`src/verilog/mmu_macros.svh`:
```
// Width and size macros for the page translation and page status unit
`ifndef MMU_MACROS_SVH
`define MMU_MACROS_SVH

// --------------------
// Address split
// --------------------

`define MMU_PAGE_BITS       10      // Virtual and physical page number
`define MMU_OFFSET_BITS     10      // Word offset inside a page
`define MMU_VADDR_BITS      20      // Full virtual or physical address

// BESM-6 emulation sees a 15-bit address space
`define MMU_BESM6_PAGE_BITS 5       // Virtual page in emulation mode

// --------------------
// Memory sizes
// --------------------

`define MMU_NUM_PAGES       1024    // Entries in map and status arrays

// Arbiter request code
`define MMU_OPC_BITS        4       // Arbiter opcode field

`endif

```
`src/verilog/mmu_pkg.sv`:
```
// Package with the arbiter opcode enum and the handshake and fill state enums
`default_nettype none

`include "mmu_macros.svh"

package mmu_pkg;

    // Arbiter operation codes, reads and writes interleaved
    typedef enum logic [`MMU_OPC_BITS-1:0] {
        CCRD  = 4'd1,               // Instruction cache read
        CCWR  = 4'd2,               // Instruction cache write
        DCRD  = 4'd3,               // Operand cache read
        DCWR  = 4'd4,               // Operand cache write
        DRD   = 4'd9,               // Direct read
        DWR   = 4'd10,              // Result write
        RDMWR = 4'd11,              // Read-modify-write
        BTRWR = 4'd12               // Block transfer write
    } arb_op_t;

    // Request handshake controller
    typedef enum logic [1:0] {
        ACC_IDLE   = 2'd0,          // Waiting for i_req
        ACC_LOOKUP = 2'd1,          // Translation settles, touch page
        ACC_ACK    = 2'd2           // Ack high until i_req drops
    } acc_state_t;

    // Reprioritize fill sequencer
    typedef enum logic {
        FILL_IDLE = 1'b0,
        FILL_RUN  = 1'b1            // One page per cycle
    } fill_state_t;

endpackage

`default_nettype wire

```
`src/verilog/access_ctrl.sv`:
```
// Request handshake FSM, opcode write classification and physical address register
`timescale 1ns/1ps
`default_nettype none

`include "mmu_macros.svh"

module access_ctrl (
    input  logic                        clk,            // System clock
    input  logic                        reset,          // Sync reset, active high
    input  logic                        i_req,          // Four-phase request
    input  mmu_pkg::arb_op_t            i_opc,          // Arbiter operation
    input  logic [`MMU_VADDR_BITS-1:0]  i_vaddr,        // Virtual address
    input  logic [`MMU_PAGE_BITS-1:0]   i_ppage,        // Page from page_map
    output logic                        o_ack,          // Request done
    output logic [`MMU_VADDR_BITS-1:0]  o_physad,       // Physical address
    output logic                        o_touch,        // Status update strobe
    output logic [`MMU_PAGE_BITS-1:0]   o_touch_page,   // Physical page register
    output logic                        o_touch_dirty   // Mark page modified
);

    import mmu_pkg::*;

    acc_state_t                 acc_state;      // Handshake state
    logic                       ack_q;          // Registered acknowledge
    logic                       is_write;       // Opcode is write-class
    logic [`MMU_VADDR_BITS-1:0] physad_q;       // Translated address
    logic [`MMU_PAGE_BITS-1:0]  page_q;         // Page being touched
    logic                       dirty_q;        // Dirty flag for that page

    // --------------------
    // Opcode class
    // --------------------

    always_comb begin
        case (i_opc)
            CCWR, DCWR, DWR, RDMWR, BTRWR: is_write = 1'b1;
            default:                      is_write = 1'b0;   // Reads and unknown codes
        endcase
    end

    // --------------------
    // Handshake FSM
    // --------------------

    always_ff @(posedge clk) begin
        if (reset) begin
            acc_state <= ACC_IDLE;
            ack_q     <= 1'b0;
        end else begin
            case (acc_state)
                ACC_IDLE: begin
                    if (i_req) begin
                        acc_state <= ACC_LOOKUP;    // Address already stable
                    end
                end
                ACC_LOOKUP: begin
                    acc_state <= ACC_ACK;
                    ack_q     <= 1'b1;              // Physical address valid now
                end
                ACC_ACK: begin
                    if (!i_req) begin
                        acc_state <= ACC_IDLE;      // Master released request
                        ack_q     <= 1'b0;
                    end
                end
                default: begin
                    acc_state <= ACC_IDLE;
                    ack_q     <= 1'b0;
                end
            endcase
        end
    end

    // --------------------
    // Address and page registers
    // --------------------

    always_ff @(posedge clk) begin
        if (acc_state == ACC_IDLE && i_req) begin
            page_q  <= i_ppage;                     // Held through lookup
            dirty_q <= is_write;
        end
        if (acc_state == ACC_LOOKUP) begin
            physad_q <= {i_ppage, i_vaddr[`MMU_OFFSET_BITS-1:0]};  // Page joined with offset
        end
    end

    assign o_ack         = ack_q;
    assign o_physad      = physad_q;
    assign o_touch       = (acc_state == ACC_LOOKUP);   // Once per request
    assign o_touch_page  = page_q;
    assign o_touch_dirty = dirty_q;

endmodule

`default_nettype wire

```
`config.mk`:
```
export PLATFORM = sky130hd
export DESIGN_NAME = access_ctrl
export DESIGN_NICKNAME = d
export VERILOG_FILES = /design/src/verilog/mmu_pkg.sv /design/src/verilog/access_ctrl.sv
export VERILOG_INCLUDE_DIRS = /design/src /design/src/verilog
export SDC_FILE = /design/constraint.sdc
export NUM_CORES = 1
export LEC_CHECK = 0
export ABC_AREA = 0
export BUFFER_PORTS_ARGS = -buffer_cell sky130_fd_sc_hd__buf_2
export CAP_MARGIN = 20
export CORE_MARGIN = 5
export CORE_UTILIZATION = 35
export CTS_BUF_LIST = sky130_fd_sc_hd__clkbuf_8
export DETAILED_ROUTE_END_ITERATION = 10
export GPL_ROUTABILITY_DRIVEN = 0
export PLACE_DENSITY = 0.68
export SYNTH_ARGS = -nofsm -noshare
export SYNTH_HDL_FRONTEND = slang
export SYNTH_SLANG_ARGS = --single-unit
```
`constraint.sdc`:
```
create_clock -name clk -period 2.19 [get_ports clk]
set_input_delay 0 -clock clk [delete_from_list [all_inputs] [get_ports clk]]
set_output_delay 0 -clock clk [all_outputs]
set_load 0.05 [all_outputs]
```
==> impl_metrics.yaml, run 1 <==
min_path:
  hp-start: "i_opc[2]"
  hold_end: "o_touch_dirty"
  hold_depth: 2
  hold_path.class: "input port to flip-flop"
floorplanning:
  die_x_um: 65.5
  start_util: 0.359
  die-area_um2: 4290
  io_pins: 70
  core_area_um2: 3000
  die_y_um: 65.5
  rows: 20
power:
  ir_drop_uv: 314
  p_sw_w: 0.000371
  seqPwrFrac: 0.539
  internal-power_w: 0.00104
  combPwrFrac: 0.167
  p_clk_frac: 0.294
  cellPowerDensity_nw_per_um2: 810
  swShare: 0.263
  leakagePower_nw: 0.741
final_layout:
  area_delta_synth_final_pct: 61.3
  fin_nets: 175
  multi_input_area_um2: 83.8
  layout_commonest_cell: "buf_2"
  final_cell_mix: "buf_2, edfxtp_1, dlygate4sd3_1"
  fillerInstances: 230
  seqCellArea_um2: 991
  drive_gt1_frac: 0.504
  antenna_cells: 0
synthesis:
  syn_area_um2: 1080
  ys_seq_elements: 34
  synth_top_cell_area_share: 0.863
  synth_area_leaders: "edfxtp_1, dfxtp_1, nand2b_4"
  synth_warnings: 0
  synthCells: 47
  yosysUniqueCellTypes: 13
  yosysTopAreaCell: "edfxtp_1"
  postSynthAreaPerCell_um2: 22.9
  synth-seq-area-share: 0.919
  syn-num-nets: 84
worst_setup_path:
  crit_start: "acc_state[1]"
  crit_type: "flip-flop to primary output"
  crit_path_end_kind: "primary output"
  r2r_slack_ns: 0.79
  reg2reg_to: "o_physad[6]"
  cp-start-kind: "flip-flop"
  rr_startpoint: "acc_state[1]"
  worst_r2r_path_depth: 3
  cp.arrival_ns: 1.68
  crit_path_max_fanout: 12
  cp.required_ns: 2.19
outcome:
  status: "completed"
cts:
  numClockSinks: 34
  htree_levels: 2
  clk_pin_slew_ns: 0.07
  cts_tree: "built"
  ctsRootBufferMaster: "clkbuf_8"
  cts_buffer_depth: 2
  worstSkewPairLatency_ns: 0.28
  post_cts_buffers: 0
  numCtsBuffers: 5
grt:
  grt_antenna_before_repair: 0
  grt_pass1_vias: 826
  grt.total_usage: 0.126
  grt_pass1_wl_mm: 3.84
  grt_start_max_net_pins: 13
  grt-ovfl-total: 0
sta:
  rsz0062_at_grt: "false"
  period_share: 0.767
  hold_viol_final: 0
  finalSetupViolations: 0
  finalSetupTns_ns: 0
  max_freq_mhz: 595
  slew_violations: 0
  tightest_slew_ns: 0.382
  fin_skew_ns: 0.00622
  slew_headroom: 0.745
  period_needed_ns: 1.68
  holdWs_ns: 0.0310
routing:
  drtIter0Drc: 11
  finalWirelength_mm: 2.53
  drt.antenna.violating_nets: 0
  route.detailed.drc: 0
  viasPerCell: 4.49
  routedWlPerCell_um: 14.7
  dr_total_vias: 773
  firstDrtPassIters: 2
flow_run:
  maxCapViolCount: 0
placed_design:
  io_buffers: 59
-- worst max-delay path, cell delays in order, from the launching register on --
cell	delay, ns
dfxtp_1	0.35
nand2b_1	0.17
inv_1	0.30
buf_4	0.28
buf_2	0.29
-- stage by stage --
stage	power, W	worst slack (ns)	std cells	util	instance area (um^2)
after floorplan	0.000910	0.628	47	-	1080
after global placement	0.000974	0.809	142	0.479	1440
after detailed placement	0.000979	0.768	142	0.479	1440
after CTS	0.00143	0.468	172	0.579	1740
after global routing	0.00148	0.406	172	0.579	1740
final	0.00141	0.511	172	0.579	1740
-- registers in the layout, indices dropped and copies added, names as in the netlist --
register,cells
o_ack,1
acc_state,2
o_touch_dirty,1
o_touch_page,10
o_physad,20
-- power groups by stage --
stage	registers, W	logic [W]	clock network, W
3_3_place_gp	0.000772	0.000202	0
2_1_floorplan	0.000883	0.0000271	0
6_report	0.000760	0.000235	0.000414
5_1_grt	0.000762	0.000249	0.000470
3_5_place_dp	0.000772	0.000206	0
4_1_cts	0.000759	0.000237	0.000439
-- routing by layer --
layer / share of wire / wire length, um / global-route usage / vias to the layer above
li1: - / - / - / 364
met4: 0.016 / 40 / 0.0544 / 0
met3: 0.12 / 306 / 0.0632 / 6
met1: 0.37 / 935 / 0.124 / 355
met5: 0 / 0 / 0 / -
met2: 0.49 / 1250 / 0.221 / 48
-- cell families (layout without fill, tap and decap cells) --
| logic type | after synthesis | count (layout) | synth area share |
|---|---|---|---|
| simple gates | 9 | 9 | 0.0534 |
| buf+inv | 1 | 93 | 0.00348 |
| compound gates | 3 | 3 | 0.0244 |
| flops | 34 | 34 | 0.919 |
-- worst max-delay path by stage --
stage	end	cells after the start	slack (ns)
2_1_floorplan	o_physad[0]	2	0.63
3_3_place_gp	o_physad[6]	3	0.81
3_5_place_dp	o_physad[6]	3	0.77
4_1_cts	o_touch	4	0.47
5_1_grt	o_touch	4	0.41
6_report	o_touch	4	0.51
-- synth_stat cells --
library cell / number
nor3_1: 1
dfxtp_1: 3
nor2_1: 3
a22o_1: 1
nand2b_4: 1
a21oi_1: 1
edfxtp_1: 31
a211oi_2: 1
nand2b_1: 1
nor2b_1: 1
or2b_1: 1
inv_1: 1
nand3b_1: 1
-- what timing repair did --
item,CTS,global route
resized for setup,0,0
hold buffers,22,0
endpoints found under the hold margin,33,0
-- area by class of cell --
type / instances / share of cell area
Clock inverter: 3 / 0.00719
Multi-Input combinational cell: 12 / 0.0482
Tap cell: 33 / 0.0237
Timing Repair Buffer: 84 / 0.309
Sequential cell: 34 / 0.570
Inverter: 1 / 0.00216
Clock buffer: 5 / 0.0396
Power figures use the tool's default switching activity.
==> inputs of run 2 (changes only) <==
--- a/config.mk
+++ b/config.mk
@@ -6,7 +6,7 @@
 export SDC_FILE = /design/constraint.sdc
 export NUM_CORES = 1
 export LEC_CHECK = 0
-export ABC_AREA = 0
+export ABC_AREA = 1
 export BUFFER_PORTS_ARGS = -buffer_cell sky130_fd_sc_hd__buf_2
 export CAP_MARGIN = 20
 export CORE_MARGIN = 5
==> constraint.sdc (replaced) <==
create_clock -name clk -period 1.6 [get_ports clk]
set_input_delay 0 -clock clk [delete_from_list [all_inputs] [get_ports clk]]
set_output_delay 0 -clock clk [all_outputs]
set_load 0.05 [all_outputs]
==> run 2 against run 1 <==
  * Non-clock buffer count unchanged
  * Core utilization about the same
  * Worst setup slack got worse by 0.30 ns
  * Clock power increased by 37%
  * Flip-flop and latch count unchanged
  * Sequential share of layout area about the same
  * Highest routed layer unchanged
  * Critical path depth increased by 1
  * Wire length decreased by 11%
  * Hold slack improved by 0.032 ns
  * Critical endpoint unchanged
  * Cell area about the same
  * Sequential power increased by 38%
  * Largest power group unchanged
==> impl_metrics.yaml, run 2 <==
power:
  cellPowerDensity_nw_per_um2: 1120
  seqPwrFrac: 0.537
  p_sw_w: 0.000521
  combPwrFrac: 0.172
  ir_drop_uv: 526
  swShare: 0.268
  leakagePower_nw: 0.773
  p_clk_frac: 0.291
  internal-power_w: 0.00143
  p_total_w: 0.00195
sta:
  rsz0062_at_grt: "false"
  slew_violations: 0
  finalSetupViolations: 0
  tightest_slew_ns: 0.266
  period_needed_ns: 1.39
  max_freq_mhz: 722
  fin_skew_ns: 0.00265
  finalSetupTns_ns: 0
  slew_headroom: 0.823
  hold_viol_final: 0
  period_share: 0.866
cts:
  post_cts_buffers: 0
  numClockSinks: 34
  htree_levels: 2
  ctsResizeCount: 0
  ctsRootBufferMaster: "clkbuf_8"
  worstSkewPairLatency_ns: 0.27
  cts_buffer_depth: 2
  cts_tree: "built"
  clk_pin_slew_ns: 0.06
  numCtsBuffers: 5
  holdBufCountCts: 22
final_layout:
  final_cell_mix: "buf_2, edfxtp_1, dlygate4sd3_1"
  largest_reg_flops: 20
  area_delta_synth_final_pct: 60.8
  antenna_cells: 0
  layout_commonest_cell: "buf_2"
  layout.cells.non_filler: 181
  drive_gt1_frac: 0.480
  finish.utilization: 0.580
  fin_nets: 185
floorplanning:
  die-area_um2: 4300
  die_x_um: 65.6
  io_pins: 70
  core_area_um2: 3000
  start_util: 0.360
  rows: 20
  die_y_um: 65.6
routing:
  finalWirelength_mm: 2.26
  drtIter0Drc: 14
  dr_total_vias: 783
  drt.antenna.violating_nets: 0
  viasPerCell: 4.33
  firstDrtPassIters: 2
  route.detailed.drc: 0
  routedWlPerCell_um: 12.5
worst_setup_path:
  crit_path_end_kind: "primary output"
  critPathMaxStageDelay_ns: 0.34
  path_delay_family: "buffers and inverters"
  slowest_stage: "dfxtp_1"
  cp-start-kind: "flip-flop"
  cp_cell_sequence: "inv_1 > nand2_1 > inv_1 > buf_4 > buf_2"
  crit_type: "flip-flop to primary output"
  cp.required_ns: 1.60
  cp.arrival_ns: 1.39
  crit_path_max_fanout: 21
  timing.critical_path.mode_cell: "inv_1"
  worst-path-buf-inv: 4
synthesis:
  synthCells: 57
  syn-num-nets: 94
  syn_area_um2: 1080
  synth_area_leaders: "edfxtp_1, dfxtp_1, nand2_1"
  synth-xor-area-share: 0
  yosysUniqueCellTypes: 9
  synth_top_cell_area_share: 0.860
  synthTopCellsByCount: "edfxtp_1, nand2_1, inv_1"
  synth_fa_ha_area_frac: 0
  synth.most_common_cell: "edfxtp_1"
  synth_edf_count: 31
  synth-async-reset-ratio: 0
  ys_seq_elements: 34
  yosysTopAreaCell: "edfxtp_1"
  synth_simple_gate_area_frac: 0.0555
  synth_compound_area_frac: 0.00462
  synth-seq-area-share: 0.916
  synth_top_flop_cell: "edfxtp_1"
  postSynthAreaPerCell_um2: 19.0
  synth_top_family_by_area: "simple AND/OR/NAND/NOR gates"
  synth_warnings: 0
  muxShareOfSynthArea: 0
placed_design:
  dp_hpwl_mm: 1.60
  io_buffers: 59
  placed_cells: 152
flow_run:
  maxCapViolCount: 0
outcome:
  status: "completed"
grt:
  grt_pass1_vias: 821
  grt_start_max_net_pins: 22
  grt_busiest_layer: "met2"
  use_met3: 0.0752
  grt_util_met2: 0.190
  grt_util_met1: 0.120
  grt.total_usage: 0.118
  grt_antenna_before_repair: 0
  grt_pass1_wl_mm: 3.64
  grt-ovfl-total: 0
min_path:
  hold_path.class: "input port to flip-flop"
## run 2: final timing paths
path	slack, ns	endpoint	startpoint	depth (start not counted)
max	0.21	o_touch	acc_state[1]	5
min	0.06	o_touch_dirty	i_opc[0]	4
max reg2reg	0.40	acc_state[0]	acc_state[0]	4
min reg2reg	0.52	o_ack	o_ack	2
## run 2: layout make-up
cell class / count / area, um^2
timing repair buffer: 84 / 538
clock buffer: 5 / 68.8
multi-input combinational: 16 / 65.1
sequential: 34 / 991
tap: 33 / 41.3
fill: 235 / 1260
inverter: 7 / 26.3
clock inverter: 2 / 10.0
## run 2: metal layers
layer,share of wire,up-vias
met5,0,-
met1,0.40,353
met3,0.13,4
li1,-,379
met4,0.012,0
met2,0.46,47
## run 2: logic make-up after synthesis
logic type / after synthesis
compound gates: 1
buf+inv: 7
flops: 34
simple gates: 15
## run 2: per-stage QoR
stage	setup slack (ns)	hold slack (ns)	cell area, um^2
after detailed placement	0.494	0.179	1440
after global placement	0.518	0.177	1440
final	0.214	0.0634	1740
after floorplan	0.0947	0.0768	1080
after global routing	0.0901	0.104	1740
after CTS	0.186	0.0547	1740
## run 2: power groups by stage
| stage | logic, W | registers [W] | clock network, W |
|---|---|---|---|
| 5_1_grt | 0.000356 | 0.00105 | 0.000640 |
| 3_3_place_gp | 0.000292 | 0.00106 | 0 |
| 3_5_place_dp | 0.000298 | 0.00106 | 0 |
| 4_1_cts | 0.000340 | 0.00104 | 0.000597 |
| 6_report | 0.000336 | 0.00105 | 0.000566 |
| 2_1_floorplan | 0.0000408 | 0.00122 | 0 |
## run 2: tightest hold or removal path, stage by stage
cell	delay (ns)
buf_2	0.09
nand2_1	0.05
nand2_1	0.05
inv_1	0.04
==> inputs of run 3 (changes only) <==
--- a/config.mk
+++ b/config.mk
@@ -10,11 +10,11 @@
 export BUFFER_PORTS_ARGS = -buffer_cell sky130_fd_sc_hd__buf_2
 export CAP_MARGIN = 20
 export CORE_MARGIN = 5
-export CORE_UTILIZATION = 35
+export CORE_UTILIZATION = 38
 export CTS_BUF_LIST = sky130_fd_sc_hd__clkbuf_8
 export DETAILED_ROUTE_END_ITERATION = 10
-export GPL_ROUTABILITY_DRIVEN = 0
-export PLACE_DENSITY = 0.68
+export GPL_ROUTABILITY_DRIVEN = 1
+export PLACE_DENSITY = 0.76
 export SYNTH_ARGS = -nofsm -noshare
 export SYNTH_HDL_FRONTEND = slang
 export SYNTH_SLANG_ARGS = --single-unit
==> constraint.sdc (replaced) <==
create_clock -name clk -period 1.2 [get_ports clk]
set_input_delay 0 -clock clk [delete_from_list [all_inputs] [get_ports clk]]
set_output_delay 0 -clock clk [all_outputs]
set_load 0.05 [all_outputs]
==> run 3 against run 2 <==
  * Sequential share of layout area decreased by 3.0 points
  * Power increased by 36%
  * Largest cell class unchanged
  * Non-clock buffer count is 10 higher
  * Highest routed layer unchanged
  * Critical path type unchanged
  * Clock-buffer cell count stayed put
  * Flip-flop and latch count unchanged
==> impl_metrics.yaml, run 3 (same netlist as run 2, synthesis figures left out) <==
outcome:
  status: "completed"
cts:
  cts_tree: "built"
  numCtsBuffers: 5
  cts_buffer_depth: 2
  worstSkewPairLatency_ns: 0.28
  ctsRootBufferMaster: "clkbuf_8"
  numClockSinks: 34
  clk_pin_slew_ns: 0.07
  htree_levels: 2
placed_design:
  dp_hpwl_mm: 1.69
  placed_cells: 151
  io_buffers: 59
  gp_congestion: 0.631
  placed_area_um2: 1470
sta:
  hold_viol_final: 0
  rsz0062_at_grt: "false"
  holdWs_ns: 0.0765
  max_freq_mhz: 887
  finalSetupViolations: 0
  period_share: 0.940
  tightest_slew_ns: 0.260
  fin_skew_ns: 0.00801
  period_needed_ns: 1.13
  slew_violations: 0
  slew_headroom: 0.828
  finalSetupTns_ns: 0
routing:
  drt.antenna.violating_nets: 0
  firstDrtPassIters: 3
  dr_total_vias: 815
  routedWlPerCell_um: 12.8
  viasPerCell: 4.29
  route.detailed.drc: 0
  drtIter0Drc: 9
  finalWirelength_mm: 2.44
power:
  ir_drop_uv: 1120
  p_total_w: 0.00265
  leakagePower_nw: 0.824
  cellPowerDensity_nw_per_um2: 1440
floorplanning:
  die-area_um2: 4020
  start_util: 0.396
  die_x_um: 63.4
  die_y_um: 63.4
  rows: 19
  core_area_um2: 2730
  io_pins: 70
final_layout:
  largest_reg_flops: 20
  area_delta_synth_final_pct: 70.3
  antenna_cells: 0
  layout.cells.non_filler: 190
  fin_nets: 195
  final_cell_mix: "buf_2, edfxtp_1, dlygate4sd3_1"
  drive_gt1_frac: 0.535
  stdcell_area_um2: 1840
  layout_commonest_cell: "buf_2"
grt:
  grt-ovfl-total: 0
  grt_pass1_vias: 880
  grt_antenna_before_repair: 0
  grt_pass1_wl_mm: 3.96
  grt.total_usage: 0.131
  grt_start_max_net_pins: 17
worst_setup_path:
  r2r_slack_ns: 0.12
  worst-path-buf-inv: 4
  cp-start-kind: "flip-flop"
  crit_path_end_kind: "primary output"
  cp.required_ns: 1.20
  cp_cell_sequence: "inv_2 > nand2_2 > clkinvlp_4 > buf_12 > buf_6"
  critPathMaxStageDelay_ns: 0.34
  path_delay_family: "buffers and inverters"
  crit_path_max_fanout: 11
  cp.arrival_ns: 1.13
  crit_type: "flip-flop to primary output"
  slowest_stage: "dfxtp_2"
min_path:
  hold_path.class: "input port to flip-flop"
flow_run:
  maxCapViolCount: 0
## run 3: cell types whose count changed in the layout (fill, tap and decap cells not counted), sizes merged
| cell | delta |
|---|---|
| clkinvlp | +1 |
| buf | +10 |
## run 3: routing by layer
layer | wire length (um) | global-route usage | part of all wire | up-vias
met5 | 0 | 0 | 0 | -
met4 | 9 | 0.0545 | 0.0037 | 0
met3 | 282 | 0.0799 | 0.12 | 2
met2 | 1320 | 0.222 | 0.54 | 43
met1 | 831 | 0.126 | 0.34 | 370
li1 | - | - | - | 400
## run 3: power breakdown
part / switching (W) / internal, W / total (W)
clock: 0.000371 / 0.000389 / 0.000760
combinational: 0.000323 / 0.000176 / 0.000499
sequential: 0.0000185 / 0.00138 / 0.00139
## run 3: worst paths after layout
kind	start	to	depth (start not counted)
min	i_opc[0]	o_touch_dirty	4
max	acc_state[1]	o_touch	5
max reg2reg	acc_state[1]	o_touch_page[2]	3
min reg2reg	o_ack	o_ack	2
## run 3: timing repair
item | in CTS | in global routing
gates cloned | 0 | 0
gates resized for setup | 2 | 1
endpoints found under the setup margin | 1 | 1
setup buffers | 1 | 8
hold endpoints to repair | 33 | 0
hold buffers | 22 | 0
pin swaps | 0 | 0
## run 3: worst min-delay path: stages
cell	delay, ns
buf_2	0.10
nand2_1	0.06
nand2_1	0.05
inv_1	0.04
## run 3: through the flow
step | util | worst slack [ns]
floorplan | - | -0.120
detailed placement | 0.536 | 0.152
finish | 0.674 | 0.0726
global route | 0.674 | 0.0112
global placement | 0.536 | 0.175
CTS | 0.652 | 0.0206
## run 3: layout make-up
| cell class | count | area (um^2) |
|---|---|---|
| clock buffers | 5 | 68.8 |
| clock inverters | 3 | 12.5 |
| fillers | 196 | 891 |
| inverters | 7 | 30.0 |
| multi-input cells | 16 | 67.6 |
| flip-flops and latches | 34 | 993 |
| well taps | 31 | 38.8 |
| repair buffers | 94 | 632 |
